<file path="config.mk">
export PLATFORM = sky130hd
export DESIGN_NAME = hqm_rf_arbiter
export DESIGN_NICKNAME = d
export VERILOG_FILES = /design/src/hqm_mem_pkg.sv /design/src/hqm_rf_arbiter.sv
export VERILOG_INCLUDE_DIRS = /design/src
export SDC_FILE = /design/constraint.sdc
export NUM_CORES = 1
export LEC_CHECK = 0
export ABC_AREA = 1
export BUFFER_PORTS_ARGS = -buffer_cell sky130_fd_sc_hd__buf_2
export CAP_MARGIN = 20
export CORE_MARGIN = 2
export CORE_UTILIZATION = 25
export CTS_BUF_LIST = sky130_fd_sc_hd__clkbuf_8
export DETAILED_ROUTE_END_ITERATION = 12
export PLACE_DENSITY = 0.79
export SYNTH_ARGS = -nofsm -noshare
export SYNTH_HDL_FRONTEND = slang
export SYNTH_SLANG_ARGS = --single-unit
</file>
<file path="constraint.sdc">
create_clock -name clk -period 1.1 [get_ports clk]
set_input_delay 0.11 -clock clk [delete_from_list [all_inputs] [get_ports clk]]
set_output_delay 0.11 -clock clk [all_outputs]
set_load 0.02 [all_outputs]
</file>
<file path="src/hqm_mem_defs.svh">
// Geometry of the shared register file and widths of the AXI4-Lite ports
// Include this wherever a width is needed; the package builds its types on it
// The register file is a fixed 256x20 part, so none of these are overridden

`ifndef HQM_MEM_DEFS_SVH
`define HQM_MEM_DEFS_SVH

// --------------------
// Register file
// --------------------

`define HQM_RF_DEPTH 256
`define HQM_RF_AW    8
`define HQM_RF_DW    20

// --------------------
// AXI4-Lite slave ports
// --------------------

// 1 KB byte window, so an entry index sits in bits 9 to 2
`define HQM_AXI_AW   10
`define HQM_AXI_DW   32

`endif
</file>
<file path="src/hqm_mem_pkg.sv">
// Shared types for the queue-manager shared memory block
// Modules refer to these by scoped name, hqm_mem_pkg::<type>

`default_nettype none

`include "hqm_mem_defs.svh"

package hqm_mem_pkg;

    // Register-file entry index and stored word
    typedef logic [`HQM_RF_AW-1:0]  rf_addr_t;
    typedef logic [`HQM_RF_DW-1:0]  rf_data_t;

    // AXI4-Lite byte address and bus word
    typedef logic [`HQM_AXI_AW-1:0] axi_addr_t;
    typedef logic [`HQM_AXI_DW-1:0] axi_data_t;

    // One transaction in flight per port, from acceptance to response
    typedef enum logic [2:0] {
        IDLE, WR_REQ, RD_REQ, RD_WAIT, B_RESP, R_RESP
    } port_state_t;

endpackage

`default_nettype wire

</file>
<file path="src/hqm_rf_arbiter.sv">
// Round-robin arbiter between the two AXI4-Lite ports and the register file
// One request wins per cycle; the winner's request drives the array controls
// in the same cycle, and the pointer moves after every grant

`timescale 1ns/1ns
`default_nettype none

module hqm_rf_arbiter (
     input  logic                  clk
    ,input  logic                  arst_n

    ,input  logic                  req0
    ,input  logic                  req_we0
    ,input  hqm_mem_pkg::rf_addr_t req_addr0
    ,input  hqm_mem_pkg::rf_data_t req_wdata0
    ,output logic                  gnt0

    ,input  logic                  req1
    ,input  logic                  req_we1
    ,input  hqm_mem_pkg::rf_addr_t req_addr1
    ,input  hqm_mem_pkg::rf_data_t req_wdata1
    ,output logic                  gnt1

    ,output logic                  we
    ,output hqm_mem_pkg::rf_addr_t waddr
    ,output hqm_mem_pkg::rf_data_t wdata
    ,output logic                  re
    ,output hqm_mem_pkg::rf_addr_t raddr
);

    // High when port 1 won last, so port 0 has priority next time
    logic last1_q;

    // --------------------
    // Grant
    // --------------------

    // A lone request always wins; on a tie the port that did not win last goes
    assign gnt0 = req0 && (!req1 || last1_q);
    assign gnt1 = req1 && (!req0 || !last1_q);

    // Reset value makes port 0 the favored side on the first tie
    always_ff @(posedge clk or negedge arst_n) begin
        if (!arst_n) begin
            last1_q <= 1'b1;
        end else if (gnt0) begin
            last1_q <= 1'b0;
        end else if (gnt1) begin
            last1_q <= 1'b1;
        end
    end

    // --------------------
    // Steering
    // --------------------

    assign we    = (gnt0 && req_we0) || (gnt1 && req_we1);
    assign re    = (gnt0 && !req_we0) || (gnt1 && !req_we1);
    assign waddr = gnt1 ? req_addr1 : req_addr0;
    assign raddr = gnt1 ? req_addr1 : req_addr0;
    assign wdata = gnt1 ? req_wdata1 : req_wdata0;

    a_gnt_onehot: assert property (@(posedge clk) disable iff (!arst_n) !(gnt0 && gnt1));

    a_gnt_has_req: assert property (@(posedge clk) disable iff (!arst_n)
        (gnt0 |-> req0) and (gnt1 |-> req1));

    // Ports hold a losing request, so the loser is served in the very next cycle
    a_no_starve: assert property (@(posedge clk) disable iff (!arst_n)
        (req0 && !gnt0) |=> gnt0);

endmodule

`default_nettype wire

</file>
After elaboration in Yosys (flattened, before gate mapping)
Cells that the tools add are included.
{"block": "totals", "regBits": 1}
{"block": "classes", "reduce_logical": 16, "n_mux": 4}
{"operator": "$mux 20", "n": 1}
{"operator": "$mux 8", "n": 1}
{"operator": "$logic_and 1x1->1", "n": 6}
{"operator": "$logic_not 1->1", "n": 5}
{"operator": "$logic_or 1x1->1", "n": 4}
{"operator": "$mux 1", "n": 2}
{"operator": "$reduce_bool 2->1", "n": 1}

Logic depth before layout (Yosys ltp)
{"block": "logic_depth", "ltp_word": 5, "mapped_depth": 6}

Worst setup path after synthesis
Ideal clock, no wire load.
{"block": "synth_timing", "path_type": "register to output", "startpoint": "register last1_q", "endpoint": "output port waddr[0]", "arrival_time_ns": 1.210, "n_path_buf": 2, "path_slack_ns": -0.220, "t_required_ns": 0.990, "stages_incl_launch_ff": 7, "cell_sequence": "dfstp_2 > nand2_1 > nand2_2 > buf_6 > nand2_1 > nand2_1 > buf_4"}
{"block": "synth_via", "elab_chain_len": 4}
{"element": "start, declared", "line_no": "hqm_rf_arbiter.sv:32", "text": "logic last1_q;"}
{"element": "start signal, assigned", "line_no": "hqm_rf_arbiter.sv:45", "text": "last1_q <= 1'b1;"}
{"element": "start signal, assigned", "line_no": "hqm_rf_arbiter.sv:47", "text": "last1_q <= 1'b0;"}
{"element": "start signal, assigned", "line_no": "hqm_rf_arbiter.sv:49", "text": "last1_q <= 1'b1;"}
{"element": "$logic_not 1->1", "line_no": "hqm_rf_arbiter.sv:40", "text": "assign gnt1 = req1 && (!req0 || !last1_q);"}
{"element": "$logic_or 1x1->1", "line_no": "hqm_rf_arbiter.sv:40"}
{"element": "$logic_and 1x1->1", "line_no": "hqm_rf_arbiter.sv:40"}
{"element": "$mux 8"}
{"element": "end, declared", "line_no": "hqm_rf_arbiter.sv:25", "text": ",output hqm_mem_pkg::rf_addr_t waddr"}
No other way between the ends.

Worst setup path after layout
{"block": "layout_timing", "startpoint": "register last1_q", "endpoint": "output port wdata[9]"}
{"block": "layout_via", "elab_chain_len": 4}
{"element": "$logic_not 1->1", "line_no": "hqm_rf_arbiter.sv:40"}
{"element": "$logic_or 1x1->1", "line_no": "hqm_rf_arbiter.sv:40"}
{"element": "$logic_and 1x1->1", "line_no": "hqm_rf_arbiter.sv:40"}
{"element": "$mux 20", "line_no": "hqm_rf_arbiter.sv:61", "text": "assign wdata = gnt1 ? req_wdata1 : req_wdata0;"}
{"element": "end, declared", "line_no": "hqm_rf_arbiter.sv:26", "text": ",output hqm_mem_pkg::rf_data_t wdata"}
No other way between the ends.

==> out/metrics.yaml <==
run_status:
  status: "finished with violations"
  violations: "setup timing"
power_and_ir_drop:
  power.total_mw: 1.08
  powerDensity_nw_per_um2: 685
  leakage_nw: 0.909
  vdd.ir_drop.worst_uv: 449
timing:
  fin_crit_sh_pct: 115
  final.setup.tns_ps: -4390
  slew_viol_final: 0
  fin_ws_ps: -163
  fin_crit_ps: 1260
  worst_slew_pin_slew_ps: 147
  finClkSkew_ps: 0
  setup_viol_count_final: 39
  rsz0062_at_grt: "yes"
  hold_viol_final: 0
  max_slew_margin_pct: 90.1
  fmax_mhz: 792
critical_path:
  crit_type: "reg -> out"
  slowest_delay_ps: 540
  rrSetupSlack_ps: 60
  cp.required_ps: 990
  critPathMaxFanout: 5
  worst_setup_path_start_kind: "flip-flop"
  crit_path_cell_trace: "nand2_4 > nand2_8 > clkbuf_16 > nand2_1 > nand2_2 > buf_6"
  critPathSlowestCell: "dfstp_2"
  endpoint_kind: "output port"
  crit_arrival_ps: 1150
clock_tree:
  clk_latency_ps: 0
  path_clk_slew_ps: 0
  cts_hold_buf: 0
synthesis:
  synthesis.instances: 117
  avgSynthCellArea_um2: 4.90
  ys_types: 12
  syn_nets: 179
  yosys.area.top_type: "nand2_1"
  ys_ff_latch: 1
  synth_area_um2: 573
  ys.warnings.count: 0
  yosysTopAreaCellShare_pct: 39.3
  yosysMostFrequentCell: "nand2_1"
  synth_top_cells_by_area: "nand2_1 39%, nand3_1 27%, buf_4 10%, buf_6 5.9%, buf_2 5.2%"
  synth-edff-count: 0
  ys_seq_area_share_pct: 4.59
  synth_common_cells: "60 x nand2_1, 31 x nand3_1, 8 x buf_4, 6 x buf_2"
  synth_flop_cell: "dfstp_2"
  ys_async_sr_fraction_pct: 100
routing:
  wl_per_cell_um: 12.7
  ant_nets: 0
  drt-total-wl_um: 3010
  drtIter0Drc: 15
  via_per_inst: 4.84
  via_count: 1147
  drt-pass1-iter-count: 4
  drc: 0
global_route:
  grt_use_total_pct: 18.4
  grt_first_pass_wirelength_um: 3970
  grt_max_degree: 31
  antenna_found_initial: 0
  grt_pass1_vias: 964
  grt.overflow.total: 0
die:
  io-pin-count: 102
  die_w_um: 51.9
  fp-row-count: 17
  dieArea_um2: 2690
  start_util_pct: 26.2
  die_h_um: 51.9
  design.core.area_um2: 2190
final_layout:
  drive_gt1_share_pct: 76.6
  regMostFlops: "last1_q"
  nNetsFinal: 273
  largestRegisters: "last1_q x1"
  antenna_cells: 0
  nFillCells: 174
  area_growth_syn_to_layout_pct: 176
  largest_reg_flops: 1
placement:
  port_buffers: 101
  hpwlAfterDp_um: 1970
  preCtsSetupSlack_ps: -168
  gp_congestion: 0.667
run:
  maxCapViolations: 0
min_path:
  worstHoldPathType: "in -> async"
## cell families (layout without fill, tap and decap cells)
family	Yosys count	count (layout)	share of synthesized area, %
AOI/OAI and AO/OA	2	2	2.18
DFF	1	1	4.59
buffers and inverters	21	113	24.5
and+or+nand+nor	93	93	68.8
## power breakdown
group          internal (mW)  switching (mW)  leakage (nW)
clock network              0               0             0
logic                  0.500           0.535         0.899
registers             0.0444         0.00445        0.0105
## final timing paths
path | from | end | cells past startpoint
max in group asynchronous | arst_n | last1_q | 1
max | last1_q | wdata[9] | 6
min | arst_n | last1_q | 1
max reg2reg | last1_q | last1_q | 4
min reg2reg | last1_q | last1_q | 2
min in group clk | req0 | last1_q | 3
## layout make-up
cell class / count / area, um^2 / area share, %
Inverter: 3 / 13.8 / 0.870
Multi-Input combinational cell: 95 / 638 / 40.3
Sequential cell: 1 / 26.3 / 1.66
Tap cell: 28 / 35.0 / 2.21
Timing Repair Buffer: 110 / 870 / 54.9
## critical path, delay by kind of cell, from the launching register on
family                 cells  cell delay, ps
buffers and inverters      2             280
DFF                        1             540
and+or+nand+nor            4             330
## per-layer routing
| metal | track usage, % | vias to the layer above | share of wire (%) |
|---|---|---|---|
| li1 | - | 552 | - |
| met1 | 18.4 | 514 | 34 |
| met2 | 40.9 | 77 | 53 |
| met3 | 1.44 | 4 | 11 |
| met4 | 0.439 | 0 | 1.6 |
| met5 | 0 | - | 0 |
## per-stage QoR
| step | utilization (%) | cell area, um^2 | cells | hold WS [ps] |
|---|---|---|---|---|
| after floorplan | - | 790 | 117 | -37.8 |
| after global placement | 57.4 | 1260 | 234 | 55.1 |
| after detailed placement | 57.4 | 1260 | 234 | 49.7 |
| after CTS | 67.6 | 1480 | 235 | 50.1 |
| after global routing | 72.2 | 1580 | 237 | 55.7 |
| final | 72.2 | 1580 | 237 | 48.1 |
## what timing repair did
item	in CTS	in global routing
resized for setup	65	19
setup buffers	0	0
endpoints found under the setup margin	39	39
pin swaps	0	8
cloned	1	2
## placed cells by master (no fill, tap or decap)
master and count:
buf_2 64, dfstp_2 1, nand3_2 2, nand2_8 1
nand3_1 29, clkbuf_16 1, buf_4 9, a21boi_1 1
o21ai_0 1, inv_4 1, nand2_4 19, nand2_2 26
buf_12 4, buf_6 31, buf_16 1, inv_1 2
nand3b_1 1, nand2_1 15
Power figures use the tool's default switching activity.
