==> config.mk <==
export PLATFORM = sky130hd
export DESIGN_NAME = hqm_axil_rf_port
export DESIGN_NICKNAME = d
export VERILOG_FILES = /design/src/hqm_mem_pkg.sv /design/src/hqm_axil_rf_port.sv
export VERILOG_INCLUDE_DIRS = /design/src
export SDC_FILE = /design/constraint.sdc
export NUM_CORES = 1
export LEC_CHECK = 0
export BUFFER_PORTS_ARGS = -buffer_cell sky130_fd_sc_hd__buf_2
export CAP_MARGIN = 10
export CORE_MARGIN = 1.5
export CORE_UTILIZATION = 25
export CTS_CLUSTER_DIAMETER = 120
export DETAILED_ROUTE_END_ITERATION = 16
export PLACE_DENSITY = 0.64
export REMOVE_ABC_BUFFERS = 1
export SYNTH_ARGS = -nofsm -noshare
export SYNTH_HDL_FRONTEND = slang
export SYNTH_SLANG_ARGS = --single-unit
==> constraint.sdc <==
create_clock -name clk -period 2 [get_ports clk]
set_clock_uncertainty 0.05 [all_clocks]
set_input_delay 0.1 -clock clk [delete_from_list [all_inputs] [get_ports clk]]
set_output_delay 0.1 -clock clk [all_outputs]
set_load 0.05 [all_outputs]
==> src/hqm_mem_defs.svh <==
// Geometry of the shared register file and widths of the AXI4-Lite ports
// Include this wherever a width is needed; the package builds its types on it
// The register file is a fixed 256x20 part, so none of these are overridden

`ifndef HQM_MEM_DEFS_SVH
`define HQM_MEM_DEFS_SVH

// --------------------
// Register file
// --------------------

`define HQM_RF_DEPTH 256
`define HQM_RF_AW    8
`define HQM_RF_DW    20

// --------------------
// AXI4-Lite slave ports
// --------------------

// 1 KB byte window, so an entry index sits in bits 9 to 2
`define HQM_AXI_AW   10
`define HQM_AXI_DW   32

`endif
==> src/hqm_mem_pkg.sv <==
// Shared types for the queue-manager shared memory block
// Modules refer to these by scoped name, hqm_mem_pkg::<type>

`default_nettype none

`include "hqm_mem_defs.svh"

package hqm_mem_pkg;

    // Register-file entry index and stored word
    typedef logic [`HQM_RF_AW-1:0]  rf_addr_t;
    typedef logic [`HQM_RF_DW-1:0]  rf_data_t;

    // AXI4-Lite byte address and bus word
    typedef logic [`HQM_AXI_AW-1:0] axi_addr_t;
    typedef logic [`HQM_AXI_DW-1:0] axi_data_t;

    // One transaction in flight per port, from acceptance to response
    typedef enum logic [2:0] {
        IDLE, WR_REQ, RD_REQ, RD_WAIT, B_RESP, R_RESP
    } port_state_t;

endpackage

`default_nettype wire

==> src/hqm_axil_rf_port.sv <==
// AXI4-Lite slave port onto the shared register file
// Takes one transaction at a time, turns it into a single-word request to the
// arbiter, and holds the response until the master takes it
// Entry index comes from byte address bits 9 to 2; only the low 20 bits are stored

`timescale 1ns/1ns
`default_nettype none

`include "hqm_mem_defs.svh"

module hqm_axil_rf_port (
     input  logic                    clk
    ,input  logic                    arst_n

    ,input  logic                    awvalid
    ,output logic                    awready
    ,input  hqm_mem_pkg::axi_addr_t  awaddr

    ,input  logic                    wvalid
    ,output logic                    wready
    ,input  hqm_mem_pkg::axi_data_t  wdata
    ,input  logic [`HQM_AXI_DW/8-1:0] wstrb

    ,output logic                    bvalid
    ,input  logic                    bready
    ,output logic [1:0]              bresp

    ,input  logic                    arvalid
    ,output logic                    arready
    ,input  hqm_mem_pkg::axi_addr_t  araddr

    ,output logic                    rvalid
    ,input  logic                    rready
    ,output hqm_mem_pkg::axi_data_t  rdata
    ,output logic [1:0]              rresp

    ,output logic                    req
    ,output logic                    req_we
    ,output hqm_mem_pkg::rf_addr_t   req_addr
    ,output hqm_mem_pkg::rf_data_t   req_wdata
    ,input  logic                    gnt
    ,input  hqm_mem_pkg::rf_data_t   rf_rdata
);

    hqm_mem_pkg::port_state_t state_q;
    hqm_mem_pkg::rf_addr_t    addr_q;
    hqm_mem_pkg::rf_data_t    wdata_q;
    hqm_mem_pkg::rf_data_t    rdata_q;
    logic                     bvalid_q;
    logic                     rvalid_q;
    logic                     wr_accept;
    logic                     rd_accept;

    // --------------------
    // Address and data acceptance
    // --------------------

    // AW and W are taken together, and a write wins over a read pending alongside it
    assign wr_accept = (state_q == hqm_mem_pkg::IDLE) && awvalid && wvalid;
    assign rd_accept = (state_q == hqm_mem_pkg::IDLE) && arvalid && !(awvalid && wvalid);

    assign awready = wr_accept;
    assign wready  = wr_accept;
    assign arready = rd_accept;

    // --------------------
    // Transaction FSM
    // --------------------

    // B_RESP spends one cycle before bvalid, so writes answer with the same latency as reads
    always_ff @(posedge clk or negedge arst_n) begin
        if (!arst_n) begin
            state_q  <= hqm_mem_pkg::IDLE;
            bvalid_q <= 1'b0;
            rvalid_q <= 1'b0;
        end else begin
            case (state_q)
                hqm_mem_pkg::IDLE: begin
                    if (wr_accept) begin
                        state_q <= hqm_mem_pkg::WR_REQ;
                    end else if (rd_accept) begin
                        state_q <= hqm_mem_pkg::RD_REQ;
                    end
                end
                hqm_mem_pkg::WR_REQ: begin
                    if (gnt) begin
                        state_q <= hqm_mem_pkg::B_RESP;
                    end
                end
                hqm_mem_pkg::RD_REQ: begin
                    if (gnt) begin
                        state_q <= hqm_mem_pkg::RD_WAIT;
                    end
                end
                hqm_mem_pkg::RD_WAIT: begin
                    state_q  <= hqm_mem_pkg::R_RESP;
                    rvalid_q <= 1'b1;
                end
                hqm_mem_pkg::B_RESP: begin
                    if (!bvalid_q) begin
                        bvalid_q <= 1'b1;
                    end else if (bready) begin
                        bvalid_q <= 1'b0;
                        state_q  <= hqm_mem_pkg::IDLE;
                    end
                end
                hqm_mem_pkg::R_RESP: begin
                    if (rready) begin
                        rvalid_q <= 1'b0;
                        state_q  <= hqm_mem_pkg::IDLE;
                    end
                end
                default: begin
                    state_q <= hqm_mem_pkg::IDLE;
                end
            endcase
        end
    end

    // Payload captured on acceptance; read data taken the cycle after the read grant
    always_ff @(posedge clk) begin
        if (wr_accept) begin
            addr_q  <= awaddr[`HQM_AXI_AW-1:2];
            wdata_q <= wdata[`HQM_RF_DW-1:0];
        end else if (rd_accept) begin
            addr_q  <= araddr[`HQM_AXI_AW-1:2];
        end
        if (state_q == hqm_mem_pkg::RD_WAIT) begin
            rdata_q <= rf_rdata;
        end
    end

    // --------------------
    // Outputs
    // --------------------

    // Request stays up until the grant cycle, which is when the access happens
    assign req       = (state_q == hqm_mem_pkg::WR_REQ) || (state_q == hqm_mem_pkg::RD_REQ);
    assign req_we    = (state_q == hqm_mem_pkg::WR_REQ);
    assign req_addr  = addr_q;
    assign req_wdata = wdata_q;

    assign bvalid = bvalid_q;
    assign rvalid = rvalid_q;
    assign rdata  = {{(`HQM_AXI_DW-`HQM_RF_DW){1'b0}}, rdata_q};
    // Always OKAY
    assign bresp  = 2'b00;
    assign rresp  = 2'b00;

    // Full-word writes only; the strobes must cover the three bytes that hold the stored bits
    a_wstrb_full: assert property (@(posedge clk) disable iff (!arst_n)
        (wvalid && wready) |-> (wstrb[2:0] == 3'b111));

    a_bvalid_hold: assert property (@(posedge clk) disable iff (!arst_n)
        (bvalid && !bready) |=> bvalid);

    a_rvalid_hold: assert property (@(posedge clk) disable iff (!arst_n)
        (rvalid && !rready) |=> (rvalid && $stable(rdata)));

endmodule

`default_nettype wire

# --- Word level (Yosys, flattened, before mapping) ---
# Index checks and enable logic that the tools add are counted.
totals:
  ff_bits: 53
classes:
  n_eq_ne: 11
  mux: 14
  reduce_logical: 12
op_table:
  columns: ["op", "n"]
  rows:
  - ["3-bit two-way mux", 7]
  - ["3-bit one-hot mux with 6 select lines", 1]
  - ["8-bit two-way mux", 2]
  - ["2-bit inequality test, second input constant", 4]
  - ["3-bit by 2-bit == test with 1-bit output, second input constant", 2]
  - ["3-bit == test, second input constant", 2]
  - ["6-bit AND reduction", 1]
  - ["1-bit logical AND", 5]
  - ["2-bit nonzero test", 2]
  - ["3-bit by 1-bit == test with 1-bit output, second input constant", 1]
  - ["3-bit zero test", 1]
  - ["1-bit two-way mux", 3]
  - ["3-bit inequality test, second input constant", 1]
  - ["2-bit by 1-bit inequality test with 1-bit output, second input constant", 1]
  - ["1-bit one-hot mux with 2 select lines", 1]
  - ["2-bit AND reduction", 1]
  - ["1-bit zero test", 1]
  - ["1-bit logical OR", 1]

# --- Depth between registers and ports, before layout ---
logic_depth:
  word_depth: 6
  mapped_depth: 6
  depth_no_buf: 5

# --- Least setup slack after synthesis ---
# Ideal clock, no wire load.
synth_timing:
  path_kind: "register to output"
  from: "register state_q[0]"
  to: "output port wready"
  arrival_ns: 1.941
  required_ns: 1.850
  setup_slack_ns: -0.091
  path_stages_with_launch: 6
  n_path_buf: 2
  path_cell_list: "dfrtp_1 > buf_6 > nor3_4 > nand3_1 > clkinv_1 > buf_4"
synth_via:
  elab_chain_cells: 3
synth_lines:
  columns: ["item", "line_no", "text"]
  rows:
  - ["start: declaration", "hqm_axil_rf_port.sv:45", "hqm_mem_pkg::port_state_t state_q;"]
  - ["start signal: assignment", "hqm_axil_rf_port.sv:73", "state_q <= hqm_mem_pkg::IDLE;"]
  - ["start signal: assignment", "hqm_axil_rf_port.sv:80", "state_q <= hqm_mem_pkg::WR_REQ;"]
  - ["start signal: assignment", "hqm_axil_rf_port.sv:82", "state_q <= hqm_mem_pkg::RD_REQ;"]
  - ["3-bit zero test", "hqm_axil_rf_port.sv:59", "assign wr_accept = (state_q == hqm_mem_pkg::IDLE) && awvalid && wvalid;"]
  - ["1-bit logical AND (2 in series)", "hqm_axil_rf_port.sv:59", null]
  - ["end: declaration", "hqm_axil_rf_port.sv:20", ",output logic wready"]
# No other way between the ends.

# --- Worst setup path in the final report ---
layout_timing:
  from: "register state_q[1]"
  to: "output port awready"
layout_via:
  elab_chain_cells: 3
layout_lines:
  columns: ["item", "line_no", "text"]
  rows:
  - ["3-bit zero test", "hqm_axil_rf_port.sv:59", null]
  - ["1-bit logical AND (2 in series)", "hqm_axil_rf_port.sv:59", null]
  - ["end: declaration", "hqm_axil_rf_port.sv:16", ",output logic awready"]
# No other way between the ends.

==> summary.txt <==
Timing
  – Setup tns final: 0 ns
  – RSZ-0062 raised after global routing: yes
  – F_max: 534 MHz
  – Hold violation count in the final report: 0
  – Min cycle time layout: 1.87 ns
  – Setup-failing EPs final: 0
  – Max-slew violation count: 0
  – Final worst path period share: 93.6%
  – WHS: 0.0227 ns

Place
  – Post-DP HPWL: 3430 um
  – PortBufs: 118
  – Gp weighted congestion: 0.778

Pwr
  – Lkg Pwr: 1.42 nW
  – Peak supply drop: 0.000354 V
  – Tot Pwr: 3.92 mW
  – Power per Cell Area: 1220 nW/um^2

Route
  – M1 WL: 1810 um
  – Final antenna-violating net count: 0
  – Metal3 WL: 394 um
  – Total length of routed wires: 4730 um
  – Remaining DRCs: 0
  – DR vias/cell: 3.82
  – Max Used Layer: met4
  – Routed via count: 1,513
  – Initial DRC count: 38
  – TritonRoute pass-1 iters: 4
  – Per-cell routed wire length: 11.9 um
  – Met2 Wirelength: 2450 um

Critical path
  – Max incr delay on CP: 0.49 ns
  – Arrival time of the worst setup path: 1.72 ns
  – Crit. path cell count: 5
  – Worst setup EP type: output pin
  – R2R setup slack: 0.38 ns
  – Critical Path Sink: awready
  – Register-to-Register Path Depth: 5
  – Crit-path max FO: 30
  – Worst flop-to-flop path endpoint: state_q[0]$_DFFE_PN0P_
  – Crit-path leading delay family: buffers and inverters
  – Worst path cell trace: nor3_4 -> nand3_1 -> clkinv_1 -> buf_12 -> buf_4
  – CP required: 1.85 ns
  – Critical path startpoint: state_q[1]$_DFFE_PN0P_
  – Crit path buf inv count: 3
  – Crit start category: register
  – Slowest cell on the critical path: dfrtp_2
  – Worst reg2reg path startpoint: state_q[0]$_DFFE_PN0P_
  – CP Class: reg2out

Die
  – Die H: 93.3 um
  – # IOs: 155
  – Core area: 7810 sq um
  – Row cnt: 32
  – Starting Density: 26.1%
  – Die area: 8700 sq um
  – Die Wd: 93.3 um

Clock network
  – Num CTS Buffers: 5
  – Clock Tree Root: clkbuf_8
  – Worst-path clk slew: 0.09 ns
  – Longest Clk Path Bufs: 2
  – Latest clock arrival within the worst-skew pair: 0.30 ns
  – CTS tree: built
  – H-Tree Depth: 2
  – Clock tree sinks: 53

Synth
  – Sequential-to-total area share from yosys stat: 76.9%
  – Register bit total from synthesis: 53
  – Cell Area, Synth: 2040 sq um
  – Synthesis Warnings: 0
  – Cells after Synth: 129
  – Syn avg cell area: 15.8 sq um
  – Synth unique cells: 23

Finish
  – ANT cells: 0
  – Nets: 377
  – Area Overhead vs Synth: 57.9%
  – Layout cell share with drive strength beyond 1: 46.9%

Global route
  – Initial antenna violation count: 0
  – Largest net degree at the start of global routing: 31
  – Total congestion overflow: 0
  – Vias in the first global route: 1,507
  – Global-route wire length before repair: 6960 um
  – Total GRT Usage: 10.5%

Outcome
  – Status: finished, final reports clean

Worst hold path
  – Hold path cells: 3
  – Min-delay worst type: in2reg

Run
  – Maxcap violations: 0
sequential cells by signal (all words and copies together), names as in the netlist:
signal and count:
rvalid 1, req_addr 8, req_wdata 20, rdata_q 20, state_q 3, bvalid 1
synthesized netlist by cell type:
cell      number  area (sq um)
a311oi_1       1          8.76
inv_1          2          7.51
nand3_1        2          10.0
nor3_2         1          10.0
o2111a_1       1          11.3
nand2_1       29           109
clkinv_1       1          3.75
mux2_2         1          11.3
xnor2_2        1          16.3
a21oi_1        4          20.0
edfxtp_1      48          1440
buf_6          3          33.8
nor2_1         4          15.0
a211oi_2       1          12.5
o21ai_0        1          5.00
o32a_2         1          11.3
buf_4         18           135
o21bai_1       1          7.51
mux2_4         1          15.0
dfrtp_1        5           125
conb_1         1          3.75
nor3_4         1          16.3
or2b_1         1          7.51
cell families (layout without fill, tap and decap cells):
logic type / count (synthesis) / after routing / synth area share (%)
flip-flops: 53 / 53 / 76.9
XOR/XNOR: 1 / 1 / 0.799
multiplexers: 2 / 2 / 1.29
other: 1 / 16 / 0.184
AO/OA/AOI/OAI: 10 / 10 / 3.75
AND/OR/NAND/NOR: 38 / 38 / 8.23
buffers and inverters: 24 / 174 / 8.85
worst min-delay path by stage:
stage | slack [ns] | from | end
4_1_cts | 0.009 | awaddr[4] | req_addr[2]$_DFFE_PP_
2_1_floorplan | -0.25 | arst_n | bvalid$_DFFE_PN0N_
5_1_grt | 0.03 | awaddr[6] | req_addr[4]$_DFFE_PP_
3_5_place_dp | -0.12 | arst_n | state_q[2]$_DFFE_PN0P_
6_report | 0.02 | awaddr[4] | req_addr[2]$_DFFE_PP_
3_3_place_gp | -0.12 | arst_n | rvalid$_DFFE_PN0P_
worst register-to-register path: cells and delay by family, from the launching register on:
family          cells  cell delay, ns
xor+xnor            1            0.17
mux                 1            0.32
flops               1            0.42
simple gates        1            0.09
buf+inv             1            0.18
compound gates      1            0.29
power by group:
group	internal, mW	leakage [nW]	switching [mW]
logic	0.447	0.866	1.18
registers	1.48	0.499	0.111
clock network	0.376	0.0554	0.333
repair_timing:
action                     CTS  global route
resized for setup            0             5
hold endpoints to repair    45             0
setup endpoints to repair    0             2
hold buffers                41             0
setup buffers                0             0
per-layer routing:
layer | GRT usage [%] | up-vias
met5 | 0 | -
met4 | 4.17 | 0
met3 | 2.52 | 5
met2 | 19.6 | 84
met1 | 11.4 | 675
li1 | - | 749
final cells by class:
| cell class | count | area (sq um) |
|---|---|---|
| Inverter | 3 | 11.3 |
| Tap cell | 102 | 128 |
| Clock inverter | 2 | 38.8 |
| Clock buffer | 6 | 72.6 |
| Fill cell | 763 | 4590 |
| Timing Repair Buffer | 163 | 1050 |
| Sequential cell | 53 | 1570 |
| Multi-Input combinational cell | 67 | 349 |
placed cells by master, fill, tap and decap left out:
cell type	count
clkbuf_1	1
nor3_2	1
clkinv_1	1
o32a_2	1
mux2_4	1
nor2_1	3
nor2_2	1
dlygate4sd3_1	41
buf_12	1
a21oi_1	4
buf_4	5
o21ai_0	1
or2b_1	1
dfrtp_2	1
clkinv_4	1
nand3_1	2
xnor2_2	1
inv_1	2
a311oi_1	1
o21bai_1	1
mux2_2	1
clkbuf_8	5
edfxtp_1	48
nor3_4	1
nand2_1	29
buf_2	116
dfrtp_1	4
conb_1	16
bufinv_16	1
a211oi_2	1
o2111a_1	1
through the flow:
stage	instances	area (sq um)	setup slack, ns	util, %
after CTS	396	3210	0.000352	41.1
after detailed placement	347	2690	0.343	34.4
after global routing	396	3220	-0.00768	41.2
final	396	3220	0.128	41.2
after floorplan	123	1920	-0.717	-
after global placement	347	2690	0.356	34.4
(Power assumes the default switching activity.)
